`src/verilog/uart_pkg.sv`:
```
// uart package: register map, bit positions, widths and shared types of the uart core
`default_nettype none

package uart_pkg;

  ///////////////////////////////////////////////////////////////////////
  // sizes
  ///////////////////////////////////////////////////////////////////////
  localparam int UART_FIFO_DEPTH = 16;  // entries per direction
  localparam int UART_REC_W      = 10;  // rx record: byte + pe + fe
  localparam int UART_OVERSAMPLE = 16;  // baud enables per bit

  // register addresses
  localparam logic [2:0] UART_REG_RB_TR = 3'd0;  // rbr / thr / dll
  localparam logic [2:0] UART_REG_IE    = 3'd1;  // dlm only, no ier here
  localparam logic [2:0] UART_REG_LC    = 3'd3;
  localparam logic [2:0] UART_REG_MC    = 3'd4;
  localparam logic [2:0] UART_REG_LS    = 3'd5;
  localparam logic [2:0] UART_REG_SR    = 3'd7;

  // line control bits
  localparam int UART_LC_SB = 2;  // two stop bits
  localparam int UART_LC_PE = 3;  // parity enable
  localparam int UART_LC_EP = 4;  // even parity
  localparam int UART_LC_DL = 7;  // divisor latch access

  localparam int UART_MC_LOOP = 4;

  // line status bits
  localparam int UART_LS_DR  = 0;
  localparam int UART_LS_OE  = 1;
  localparam int UART_LS_PE  = 2;
  localparam int UART_LS_FE  = 3;
  localparam int UART_LS_TFE = 5;
  localparam int UART_LS_TE  = 6;
  localparam int UART_LS_EI  = 7;

  localparam logic [7:0] UART_LCR_RESET = 8'h03;  // 8n1

  ///////////////////////////////////////////////////////////////////////
  // types
  ///////////////////////////////////////////////////////////////////////
  typedef logic [7:0]            uart_byte_t;
  typedef logic [2:0]            uart_addr_t;
  typedef logic [15:0]           uart_div_t;
  typedef logic [UART_REC_W-1:0] uart_rx_rec_t;  // {fe, pe, data}
  typedef logic [4:0]            uart_count_t;   // 0..16

  typedef enum logic [2:0] {
    RX_IDLE,
    RX_START,
    RX_DATA,
    RX_PARITY,
    RX_STOP
  } rx_state_t;

  // data bits per character, 5..8, from lcr[1:0]
  function automatic logic [3:0] uart_word_len(input uart_byte_t lcr);
    return 4'd5 + {2'b00, lcr[1:0]};
  endfunction

endpackage

`default_nettype wire
```
`src/verilog/uart_top.sv`:
```
// uart top level: registers, baud generator, both fifos, transmitter, receiver and loopback
`default_nettype none

module uart_top import uart_pkg::*; (
  input  logic       clk,
  input  logic       wb_rst_i,
  input  uart_addr_t wb_addr_i,
  input  uart_byte_t wb_dat_i,
  output uart_byte_t wb_dat_o,
  input  logic       wb_we_i,
  input  logic       wb_re_i,
  input  logic       srx_pad_i,
  output logic       stx_pad_o
);

  uart_byte_t   lcr;
  logic         loopback;
  uart_div_t    dl;
  logic         dl_wr;
  logic         baud_en;
  // tx path
  logic         tf_push;
  uart_byte_t   tf_data;
  uart_byte_t   tf_head;
  uart_count_t  tf_count;
  logic         tf_pop;
  logic         tx_busy;
  logic         tx_serial;
  // rx path
  logic         rx_serial;
  logic         rf_push;
  uart_rx_rec_t rf_rec;
  uart_rx_rec_t rf_head;
  uart_count_t  rf_count;
  logic         rf_pop;
  logic         rf_overrun;

  ///////////////////////////////////////////////////////////////////////
  // loopback routing
  ///////////////////////////////////////////////////////////////////////
  assign rx_serial = loopback ? tx_serial : srx_pad_i;
  assign stx_pad_o = loopback ? 1'b1 : tx_serial;  // pad parked idle

  uart_regs i_regs (
    .clk          (clk),
    .wb_rst_i     (wb_rst_i),
    .wb_addr_i    (wb_addr_i),
    .wb_dat_i     (wb_dat_i),
    .wb_we_i      (wb_we_i),
    .wb_re_i      (wb_re_i),
    .wb_dat_o     (wb_dat_o),
    .lcr_o        (lcr),
    .loopback_o   (loopback),
    .dl_o         (dl),
    .dl_wr_o      (dl_wr),
    .tf_push_o    (tf_push),
    .tf_data_o    (tf_data),
    .tf_count_i   (tf_count),
    .tx_busy_i    (tx_busy),
    .rf_pop_o     (rf_pop),
    .rf_head_i    (rf_head),
    .rf_count_i   (rf_count),
    .rf_overrun_i (rf_overrun)
  );

  uart_baud_gen i_baud (
    .clk       (clk),
    .wb_rst_i  (wb_rst_i),
    .dl_i      (dl),
    .dl_wr_i   (dl_wr),
    .baud_en_o (baud_en)
  );

  uart_fifo #(.WIDTH(8), .DEPTH(UART_FIFO_DEPTH)) i_tx_fifo (
    .clk       (clk),
    .wb_rst_i  (wb_rst_i),
    .push_i    (tf_push),
    .data_i    (tf_data),
    .pop_i     (tf_pop),
    .head_o    (tf_head),
    .count_o   (tf_count),
    .overrun_o ()            // full tx fifo just drops the write
  );

  uart_tx i_tx (
    .clk        (clk),
    .wb_rst_i   (wb_rst_i),
    .baud_en_i  (baud_en),
    .lcr_i      (lcr),
    .tf_head_i  (tf_head),
    .tf_count_i (tf_count),
    .tf_pop_o   (tf_pop),
    .busy_o     (tx_busy),
    .serial_o   (tx_serial)
  );

  uart_rx i_rx (
    .clk       (clk),
    .wb_rst_i  (wb_rst_i),
    .baud_en_i (baud_en),
    .lcr_i     (lcr),
    .serial_i  (rx_serial),
    .rf_push_o (rf_push),
    .rf_rec_o  (rf_rec)
  );

  uart_fifo #(.WIDTH(UART_REC_W), .DEPTH(UART_FIFO_DEPTH)) i_rx_fifo (
    .clk       (clk),
    .wb_rst_i  (wb_rst_i),
    .push_i    (rf_push),
    .data_i    (rf_rec),
    .pop_i     (rf_pop),
    .head_o    (rf_head),
    .count_o   (rf_count),
    .overrun_o (rf_overrun)
  );

endmodule

`default_nettype wire

```
`src/verilog/uart_rx.sv`:
```
// uart receiver: synchronizes the line, samples mid-bit and pushes records with error flags
`default_nettype none

module uart_rx import uart_pkg::*; (
  input  logic         clk,
  input  logic         wb_rst_i,
  input  logic         baud_en_i,
  input  uart_byte_t   lcr_i,
  input  logic         serial_i,
  output logic         rf_push_o,
  output uart_rx_rec_t rf_rec_o
);

  localparam logic [3:0] OS_LAST = 4'(UART_OVERSAMPLE - 1);
  localparam logic [3:0] OS_MID  = 4'(UART_OVERSAMPLE / 2 - 1);  // 8th tick

  logic [1:0] sync;     // two-flop synchronizer
  logic       rxd;
  logic       rxd_d;
  logic       fall;
  rx_state_t  state;
  logic [3:0] os_cnt;
  logic [2:0] bit_cnt;
  uart_byte_t data;
  logic       pe_err;
  logic       mid;      // middle of a data/parity/stop bit

  always_ff @(posedge clk or posedge wb_rst_i) begin
    if (wb_rst_i) begin
      sync  <= 2'b11;
      rxd_d <= 1'b1;
    end else begin
      sync  <= {sync[0], serial_i};
      rxd_d <= rxd;
    end
  end

  assign rxd  = sync[1];
  assign fall = rxd_d & ~rxd;
  assign mid  = baud_en_i && os_cnt == OS_LAST;

  ///////////////////////////////////////////////////////////////////////
  // receiver fsm
  ///////////////////////////////////////////////////////////////////////
  always_ff @(posedge clk or posedge wb_rst_i) begin
    if (wb_rst_i) begin
      state     <= RX_IDLE;
      os_cnt    <= '0;
      bit_cnt   <= '0;
      rf_push_o <= 1'b0;
    end else begin
      rf_push_o <= 1'b0;
      if (baud_en_i && state != RX_IDLE)
        os_cnt <= os_cnt + 1'b1;
      case (state)
        RX_IDLE: begin
          if (fall) begin
            state  <= RX_START;
            os_cnt <= '0;
          end
        end
        RX_START: begin
          if (baud_en_i && os_cnt == OS_MID) begin
            os_cnt  <= '0;                       // realign to bit middle
            bit_cnt <= '0;
            state   <= rxd ? RX_IDLE : RX_DATA;  // glitch, not a start bit
          end
        end
        RX_DATA: begin
          if (mid) begin
            bit_cnt <= bit_cnt + 1'b1;
            if ({1'b0, bit_cnt} == uart_word_len(lcr_i) - 4'd1)
              state <= lcr_i[UART_LC_PE] ? RX_PARITY : RX_STOP;
          end
        end
        RX_PARITY: begin
          if (mid)
            state <= RX_STOP;
        end
        RX_STOP: begin
          if (mid) begin
            rf_push_o <= 1'b1;   // record ready, second stop bit not checked
            state     <= RX_IDLE;
          end
        end
        default: state <= RX_IDLE;
      endcase
    end
  end

  // character datapath
  always_ff @(posedge clk) begin
    if (state == RX_START) begin
      data   <= '0;  // unused high bits stay 0
      pe_err <= 1'b0;
    end else if (mid) begin
      case (state)
        RX_DATA:   data[bit_cnt] <= rxd;
        RX_PARITY: pe_err <= rxd ^ (^data) ^ ~lcr_i[UART_LC_EP];
        RX_STOP:   rf_rec_o <= {~rxd, pe_err, data};  // fe on a low stop bit
        default:   data <= data;
      endcase
    end
  end

endmodule

`default_nettype wire

```
`src/verilog/uart_tx.sv`:
```
// uart transmitter: pops the tx fifo head and shifts out start, data, parity and stop bits
`default_nettype none

module uart_tx import uart_pkg::*; (
  input  logic        clk,
  input  logic        wb_rst_i,
  input  logic        baud_en_i,
  input  uart_byte_t  lcr_i,
  input  uart_byte_t  tf_head_i,
  input  uart_count_t tf_count_i,
  output logic        tf_pop_o,
  output logic        busy_o,
  output logic        serial_o
);

  localparam logic [3:0] OS_LAST = 4'(UART_OVERSAMPLE - 1);

  logic [11:0] shreg;      // frame lsb first, idle ones behind it
  logic [3:0]  bits_left;
  logic [3:0]  os_cnt;     // oversample ticks in current bit
  logic [3:0]  wl;
  uart_byte_t  data_m;     // head masked to word length
  logic        par;
  logic [11:0] frame;
  logic [3:0]  nbits;

  assign wl     = uart_word_len(lcr_i);
  assign data_m = tf_head_i & (8'hff >> (2'd3 - lcr_i[1:0]));
  assign par    = lcr_i[UART_LC_EP] ? ^data_m : ~^data_m;  // even / odd

  ///////////////////////////////////////////////////////////////////////
  // frame assembly
  ///////////////////////////////////////////////////////////////////////
  always_comb begin
    frame = {3'b000, data_m, 1'b0} | (12'hfff << (wl + 4'd1));  // stop bits are ones
    if (lcr_i[UART_LC_PE])
      frame[wl + 4'd1] = par;
    nbits = wl + 4'd2 + {3'b000, lcr_i[UART_LC_PE]} + {3'b000, lcr_i[UART_LC_SB]};
  end

  // take a character on a baud tick when idle
  assign tf_pop_o = baud_en_i & ~busy_o & (tf_count_i != '0);

  always_ff @(posedge clk or posedge wb_rst_i) begin
    if (wb_rst_i) begin
      shreg     <= '1;  // line idles high
      bits_left <= '0;
      os_cnt    <= '0;
      busy_o    <= 1'b0;
    end else if (tf_pop_o) begin
      shreg     <= frame;
      bits_left <= nbits;
      os_cnt    <= '0;
      busy_o    <= 1'b1;
    end else if (busy_o && baud_en_i) begin
      os_cnt <= os_cnt + 1'b1;
      if (os_cnt == OS_LAST) begin        // bit time over
        shreg     <= {1'b1, shreg[11:1]};
        bits_left <= bits_left - 1'b1;
        if (bits_left == 4'd1)
          busy_o <= 1'b0;                 // last stop bit sent
      end
    end
  end

  assign serial_o = shreg[0];

endmodule

`default_nettype wire

```
`src/verilog/uart_regs.sv`:
```
// uart register file: bus decode, control registers, fifo strobes and line status
`default_nettype none

module uart_regs import uart_pkg::*; (
  input  logic         clk,
  input  logic         wb_rst_i,
  input  uart_addr_t   wb_addr_i,
  input  uart_byte_t   wb_dat_i,
  input  logic         wb_we_i,
  input  logic         wb_re_i,
  output uart_byte_t   wb_dat_o,
  output uart_byte_t   lcr_o,
  output logic         loopback_o,
  output uart_div_t    dl_o,
  output logic         dl_wr_o,
  output logic         tf_push_o,
  output uart_byte_t   tf_data_o,
  input  uart_count_t  tf_count_i,
  input  logic         tx_busy_i,
  output logic         rf_pop_o,
  input  uart_rx_rec_t rf_head_i,
  input  uart_count_t  rf_count_i,
  input  logic         rf_overrun_i
);

  uart_byte_t scratch;
  logic       dlab;
  logic       thr_wr;    // write to thr
  logic       dll_wr;
  logic       dlm_wr;
  logic       re_d;      // last read strobe
  logic       re_rise;
  logic       oe_q;      // sticky overrun
  logic       dr, pe, fe, tfe, te, ei;
  uart_byte_t lsr;

  assign dlab   = lcr_o[UART_LC_DL];
  assign thr_wr = wb_we_i && wb_addr_i == UART_REG_RB_TR && !dlab;
  assign dll_wr = wb_we_i && wb_addr_i == UART_REG_RB_TR && dlab;
  assign dlm_wr = wb_we_i && wb_addr_i == UART_REG_IE && dlab;

  ///////////////////////////////////////////////////////////////////////
  // writable registers
  ///////////////////////////////////////////////////////////////////////
  always_ff @(posedge clk or posedge wb_rst_i) begin
    if (wb_rst_i) begin
      lcr_o      <= UART_LCR_RESET;
      loopback_o <= 1'b0;
      dl_o       <= '0;  // baud generator stopped until programmed
      scratch    <= '0;
    end else if (wb_we_i) begin
      case (wb_addr_i)
        UART_REG_LC: lcr_o      <= wb_dat_i;
        UART_REG_MC: loopback_o <= wb_dat_i[UART_MC_LOOP];  // only loop bit kept
        UART_REG_SR: scratch    <= wb_dat_i;
        default: begin
          if (dll_wr) dl_o[7:0]  <= wb_dat_i;
          if (dlm_wr) dl_o[15:8] <= wb_dat_i;
        end
      endcase
    end
  end

  // strobes, one cycle after the bus write
  always_ff @(posedge clk or posedge wb_rst_i) begin
    if (wb_rst_i) begin
      tf_push_o <= 1'b0;
      dl_wr_o   <= 1'b0;
    end else begin
      tf_push_o <= thr_wr;
      dl_wr_o   <= dll_wr | dlm_wr;  // restart divisor count
    end
  end

  always_ff @(posedge clk) begin
    if (thr_wr)
      tf_data_o <= wb_dat_i;  // travels with tf_push_o
  end

  ///////////////////////////////////////////////////////////////////////
  // read side effects
  ///////////////////////////////////////////////////////////////////////
  always_ff @(posedge clk or posedge wb_rst_i) begin
    if (wb_rst_i)
      re_d <= 1'b0;
    else
      re_d <= wb_re_i;
  end

  assign re_rise = wb_re_i & ~re_d;

  always_ff @(posedge clk or posedge wb_rst_i) begin
    if (wb_rst_i) begin
      rf_pop_o <= 1'b0;
      oe_q     <= 1'b0;
    end else begin
      // advance rx fifo after the rbr read, never on empty
      rf_pop_o <= re_rise && wb_addr_i == UART_REG_RB_TR && !dlab && rf_count_i != '0;
      if (rf_overrun_i)
        oe_q <= 1'b1;  // a new overrun wins over the clear
      else if (re_rise && wb_addr_i == UART_REG_LS)
        oe_q <= 1'b0;
    end
  end

  ///////////////////////////////////////////////////////////////////////
  // line status
  ///////////////////////////////////////////////////////////////////////
  assign dr  = rf_count_i != '0;
  assign pe  = dr & rf_head_i[8];  // head flags only valid with data
  assign fe  = dr & rf_head_i[9];
  assign tfe = tf_count_i == '0;
  assign te  = tfe & ~tx_busy_i;   // shifter drained too
  assign ei  = pe | fe | oe_q;

  always_comb begin
    lsr = '0;
    lsr[UART_LS_DR]  = dr;
    lsr[UART_LS_OE]  = oe_q;
    lsr[UART_LS_PE]  = pe;
    lsr[UART_LS_FE]  = fe;
    lsr[UART_LS_TFE] = tfe;
    lsr[UART_LS_TE]  = te;
    lsr[UART_LS_EI]  = ei;
  end

  // read mux, combinational from the address
  always_comb begin
    case (wb_addr_i)
      UART_REG_RB_TR: wb_dat_o = dlab ? dl_o[7:0] : (dr ? rf_head_i[7:0] : '0);
      UART_REG_IE:    wb_dat_o = dlab ? dl_o[15:8] : '0;
      UART_REG_LC:    wb_dat_o = lcr_o;
      UART_REG_MC:    wb_dat_o = uart_byte_t'(loopback_o) << UART_MC_LOOP;
      UART_REG_LS:    wb_dat_o = lsr;
      UART_REG_SR:    wb_dat_o = scratch;
      default:        wb_dat_o = '0;
    endcase
  end

endmodule

`default_nettype wire

```
`src/verilog/uart_baud_gen.sv`:
```
// uart baud generator: divisor latch down-counter giving the 16x oversampling enable
`default_nettype none

module uart_baud_gen import uart_pkg::*; (
  input  logic      clk,
  input  logic      wb_rst_i,
  input  uart_div_t dl_i,
  input  logic      dl_wr_i,
  output logic      baud_en_o
);

  uart_div_t dlc;  // divisor counter

  // preset on divisor write or on reaching zero
  always_ff @(posedge clk or posedge wb_rst_i) begin
    if (wb_rst_i)
      dlc <= '0;
    else if (dl_wr_i || dlc == '0)
      dlc <= dl_i - 16'd1;
    else
      dlc <= dlc - 16'd1;
  end

  // one pulse per dl clocks, silent with dl == 0
  always_ff @(posedge clk or posedge wb_rst_i) begin
    if (wb_rst_i)
      baud_en_o <= 1'b0;
    else
      baud_en_o <= dl_i != '0 && dlc == '0;
  end

endmodule

`default_nettype wire

```
`src/verilog/uart_fifo.sv`:
```
// uart fifo: synchronous circular buffer with visible head, count and overrun pulse
`default_nettype none

module uart_fifo import uart_pkg::*; #(
  parameter int WIDTH = 8,
  parameter int DEPTH = UART_FIFO_DEPTH
) (
  input  logic             clk,
  input  logic             wb_rst_i,
  input  logic             push_i,
  input  logic [WIDTH-1:0] data_i,
  input  logic             pop_i,
  output logic [WIDTH-1:0] head_o,
  output uart_count_t      count_o,
  output logic             overrun_o
);

  localparam int PTR_W = $clog2(DEPTH);

  logic [WIDTH-1:0] mem [DEPTH];
  logic [PTR_W-1:0] wr_ptr;
  logic [PTR_W-1:0] rd_ptr;
  logic             full;
  logic             empty;
  logic             do_push;
  logic             do_pop;

  assign full    = count_o == uart_count_t'(DEPTH);
  assign empty   = count_o == '0;
  assign do_pop  = pop_i & ~empty;
  assign do_push = push_i & (~full | do_pop);  // slot freed by a pop this cycle
  assign head_o  = mem[rd_ptr];                // head always visible

  always_ff @(posedge clk) begin
    if (do_push)
      mem[wr_ptr] <= data_i;
  end

  always_ff @(posedge clk or posedge wb_rst_i) begin
    if (wb_rst_i) begin
      wr_ptr    <= '0;
      rd_ptr    <= '0;
      count_o   <= '0;
      overrun_o <= 1'b0;
    end else begin
      if (do_push)
        wr_ptr <= (wr_ptr == PTR_W'(DEPTH - 1)) ? '0 : wr_ptr + 1'b1;
      if (do_pop)
        rd_ptr <= (rd_ptr == PTR_W'(DEPTH - 1)) ? '0 : rd_ptr + 1'b1;
      case ({do_push, do_pop})
        2'b10:   count_o <= count_o + 1'b1;
        2'b01:   count_o <= count_o - 1'b1;
        default: count_o <= count_o;  // none, or both at once
      endcase
      overrun_o <= push_i & ~do_push;  // dropped entry
    end
  end

endmodule

`default_nettype wire

```
`config.mk`:
```
export PLATFORM = sky130hd
export DESIGN_NAME = uart_top
export DESIGN_NICKNAME = d
export VERILOG_FILES = /design/src/verilog/uart_pkg.sv /design/src/verilog/uart_top.sv /design/src/verilog/uart_rx.sv /design/src/verilog/uart_tx.sv /design/src/verilog/uart_regs.sv /design/src/verilog/uart_baud_gen.sv /design/src/verilog/uart_fifo.sv
export SDC_FILE = /design/constraint.sdc
export NUM_CORES = 1
export LEC_CHECK = 0
export ABC_AREA = 0
export BUFFER_PORTS_ARGS = -buffer_cell sky130_fd_sc_hd__buf_2
export CAP_MARGIN = 0
export CORE_ASPECT_RATIO = 0.9
export CORE_UTILIZATION = 44
export CTS_BUF_LIST = sky130_fd_sc_hd__clkbuf_8
export DETAILED_ROUTE_END_ITERATION = 8
export PLACE_DENSITY_LB_ADDON = 0.12
export SETUP_SLACK_MARGIN = 0.1
export SLEW_MARGIN = 10
export SYNTH_ARGS = -nofsm -noshare
export SYNTH_HDL_FRONTEND = slang
export SYNTH_SLANG_ARGS = --single-unit
```
`constraint.sdc`:
```
create_clock -name clk -period 4.6 [get_ports clk]
set_clock_uncertainty 0.05 [all_clocks]
set_input_delay 0.23 -clock clk [delete_from_list [all_inputs] [get_ports clk]]
set_output_delay 0.23 -clock clk [all_outputs]
set_load 0.05 [all_outputs]
```
==> impl_summary.log <==
[metrics] run status: complete, but fails checks
[metrics] violations in the final reports: design-rule violations
[metrics] post-synthesis register bit count: 432
[metrics] Worst Hold Margin: 0.102 ns
[metrics] CTS tree: done
[metrics] aggregate routed wire length: 43.1 mm
[metrics] number of rows in the core area: 71
[metrics] initial antenna violation count: 1
[metrics] cell count of the worst hold path: 3
[metrics] DP HPWL: 28.1 mm
[metrics] height of the die: 198 um
[metrics] Starting Density: 44.8%
[metrics] crit-path max FO: 37
[metrics] number of flops mapped to enable cells by yosys: 306
[metrics] internal power: 6.74 mW
[metrics] combinational cell fraction of total power: 10.9%
[metrics] period utilization: 82.9%
[metrics] clock transition at the registers of the reported paths: 0.06 ns
[metrics] Synth area leaders: edfxtp_1 49%, dfrtp_1 13%, mux4_2 7.7%
[metrics] Final Setup Violations: 0
[metrics] startpoint of the most critical hold path: wb_addr_i[2]
[metrics] post-route antenna net violation count: 0
[metrics] total die area: 43600 um2
[metrics] highest clock rate: 262 MHz
[metrics] Power Dens Cells: 429 nW/um2
[metrics] layout cell share with drive strength beyond 1: 22.0%
[metrics] total of fill cells in the finished design: 3573
[metrics] Net Count, Synth: 1304
[metrics] final weighted congestion in routability-driven placement: 0.786
[metrics] aggregate global-route resource usage: 20.6%
[metrics] static leakage: 8.14 nW
[metrics] share of the yosys chip area belonging to registers: 65.4%
[metrics] Inserted Clock Buffers: 75
[metrics] global-route track usage on met3: 4.44%
[metrics] count of buffers from port buffering: 24
[metrics] sink of the worst hold path: i_regs.loopback_o
[metrics] Setup crit start: i_rx_fifo.rd_ptr[0]
[metrics] met1 usage: 30.4%
[metrics] number of sinks handled by clock tree synthesis: 432
[metrics] mapped cell area: 18800 um2
[metrics] proportion of power drawn by the clock network: 38.3%
[metrics] via count normalized by instance count: 5.59
[metrics] type of the worst setup path: reg -> out
[metrics] ranking of synthesized cells by instance count: 306 x edfxtp_1, 100 x dfrtp_1, 87 x nand2_1, 67 x mux2i_1, 64 x mux4_2
[metrics] net switching share of the total power: 26.4%
[metrics] core area: 42000 um2
[metrics] Worst R2R Setup Slack: 1.26 ns
[metrics] routed length per placed instance: 22.1 um
[metrics] number of distinct library cells after synthesis: 72
[metrics] width of the chip: 220 um
[metrics] worst flop-to-flop path startpoint: i_tx_fifo.rd_ptr[0]
[metrics] buffers inserted during post-CTS setup optimization: 0
[metrics] asr flop ratio synth: 27.1%
[metrics] layer carrying the most global-route usage: met1
[metrics] Net count, final: 1397
[metrics] worst-case vdd ir drop: 0.204 mV
[metrics] most frequent cell after synthesis: edfxtp_1
[metrics] vias post-DR: 10.9k
[metrics] post-cts sizing count: 0
[metrics] maximum number of buffers from clock root to sink: 3
[metrics] drt drc: 3
[metrics] cell type with the largest total area after synthesis: edfxtp_1
[metrics] Mean Syn Cell Area: 15.0 um2
[metrics] Clock Root Buffer: clkbuf_8
[metrics] nature of the critical path endpoint: output pin
[metrics] total negative slack: 0 ns
[metrics] Area Growth Syn to Fin: 13.3%
[metrics] H-tree lvl count: 3
[metrics] Req. time, crit path: 4.32 ns
[metrics] drt pass-1 iters: 9
[metrics] Seq pwr share: 50.8%
[metrics] total overflow reported by the global router: 0
[metrics] Worst-Skew Late Latency: 0.64 ns
[metrics] R2R depth: 9
[metrics] largest net degree at the start of global routing: 54
[metrics] reg2reg end: i_tx.shreg[10]
[metrics] min-delay worst type: in -> reg
[metrics] ant diodes: 0
[metrics] RSZ-0062 raised after global routing: false
[metrics] Synth top area share: 48.8%
[metrics] number of global-route vias before repair: 11.1k
[metrics] first-pass GRT wire length: 66.3 mm
[metrics] hold_buf cts: 12
[metrics] net switching power: 2.41 mW
[metrics] Ys Warns: 0
[metrics] max-slew violation count: 0
[metrics] slew at the pin with the worst max-slew slack: 1.16 ns
[metrics] number of DRC violations after detailed-routing iteration 0: 973
[metrics] most instantiated flip-flop cell in the synthesis netlist: edfxtp_1
[metrics] max-cap viol count: 0
[metrics] sort of element at the start of the critical path: register
[metrics] Post-Syn Instances: 1254
[metrics] data arrival time at the worst-slack endpoint: 3.53 ns
[metrics] number of placed I/O pins: 25
[metrics] clock period minus final worst setup slack: 3.81 ns
[metrics] met2 track utilization from global routing: 30.2%
[metrics] Slew HR: 22.6%
[metrics] final hold violations: 0
[power groups by stage]
stage,combinational [mW],clock [mW],sequential [mW]
after floorplan,0.807,0,4.60
after global placement,0.973,0,4.72
after detailed placement,0.988,0,4.72
after CTS,1.00,3.61,4.64
after global routing,1.11,3.78,4.68
final,0.996,3.51,4.65
[layer usage]
layer,vias up,share of wire (%)
met3,69,5.6
met5,-,0
li1,4992,-
met1,5561,48
met4,0,2.2
met2,290,44
[registers in the layout, summed over array words and instances, names as in the netlist, 5 cells and up]
name and count:
i_rx_fifo.mem 160, i_tx_fifo.mem 128, i_baud.dlc 16, i_regs.dl_o 16, i_tx.shreg 12, i_rx.rf_rec_o 10, i_regs.lcr_o 8, i_regs.scratch 8
i_regs.tf_data_o 8, i_rx.data 8, i_rx_fifo.count_o 5, i_tx_fifo.count_o 5
[cells in the final DEF (no fill, tap or decap), types with 13 or more instances in the layout]
cell type,count
nor3_1,17
clkbuf_8,83
xor2_1,16
nand3_1,33
o22ai_1,13
dfstp_2,17
buf_2,24
edfxtp_1,306
nand2_1,87
xnor2_1,42
mux2_2,44
a21oi_1,41
mux4_2,64
inv_1,61
o21ai_0,37
ha_1,31
nand2b_1,13
buf_4,37
nor2_1,63
dfrtp_1,98
mux2i_1,67
[logic make-up after synthesis]
kind of cell,after synthesis,synth area share (%)
xor gates and xnor gates,59,2.82
AOI/OAI and AO/OA,171,5.98
muxes,175,13.9
and+or+nand+nor,290,7.58
buffers and inverters,93,1.95
DFF,432,65.4
adders and majority gates,34,2.38
[worst max-delay path, cell delays in order, from the launching register on]
cell      delay, ns
dfrtp_4        0.91
mux4_2         0.62
o32ai_1        0.26
a211oi_1       0.14
a21oi_1        0.25
o21ai_0        0.14
a221o_1        0.33
buf_2          0.22
[metrics by stage]
stage	setup WS (ns)	power (mW)	instance area [um2]	utilization (%)	cells
floorplan	0.801	5.40	18800	-	1254
global placement	1.32	5.69	19700	46.9	1805
detailed placement	1.27	5.71	19700	46.9	1805
CTS	0.736	9.26	21300	50.8	1951
global route	0.592	9.57	21300	50.8	1951
finish	0.788	9.15	21300	50.8	1951
[worst max-delay path by stage]
stage                          end  slack [ns]  depth (start not counted)
finish                 wb_dat_o[4]        0.79                          7
detailed placement   i_tx.shreg[6]        1.27                          9
CTS                    wb_dat_o[4]        0.74                          7
floorplan              wb_dat_o[1]        0.80                          8
global route           wb_dat_o[3]        0.59                          8
global placement    i_tx.shreg[10]        1.32                          9
[layout make-up]
class | count | area (um2) | area share, %
flip-flops and latches | 432 | 12300 | 57.8
clock inverters | 51 | 355 | 1.67
well taps | 547 | 684 | 3.21
inverters | 36 | 138 | 0.645
multi-input cells | 729 | 6170 | 28.9
repair buffers | 73 | 518 | 2.43
clock buffers | 83 | 1140 | 5.35
Note: power is estimated with default switching activity, not from simulation.
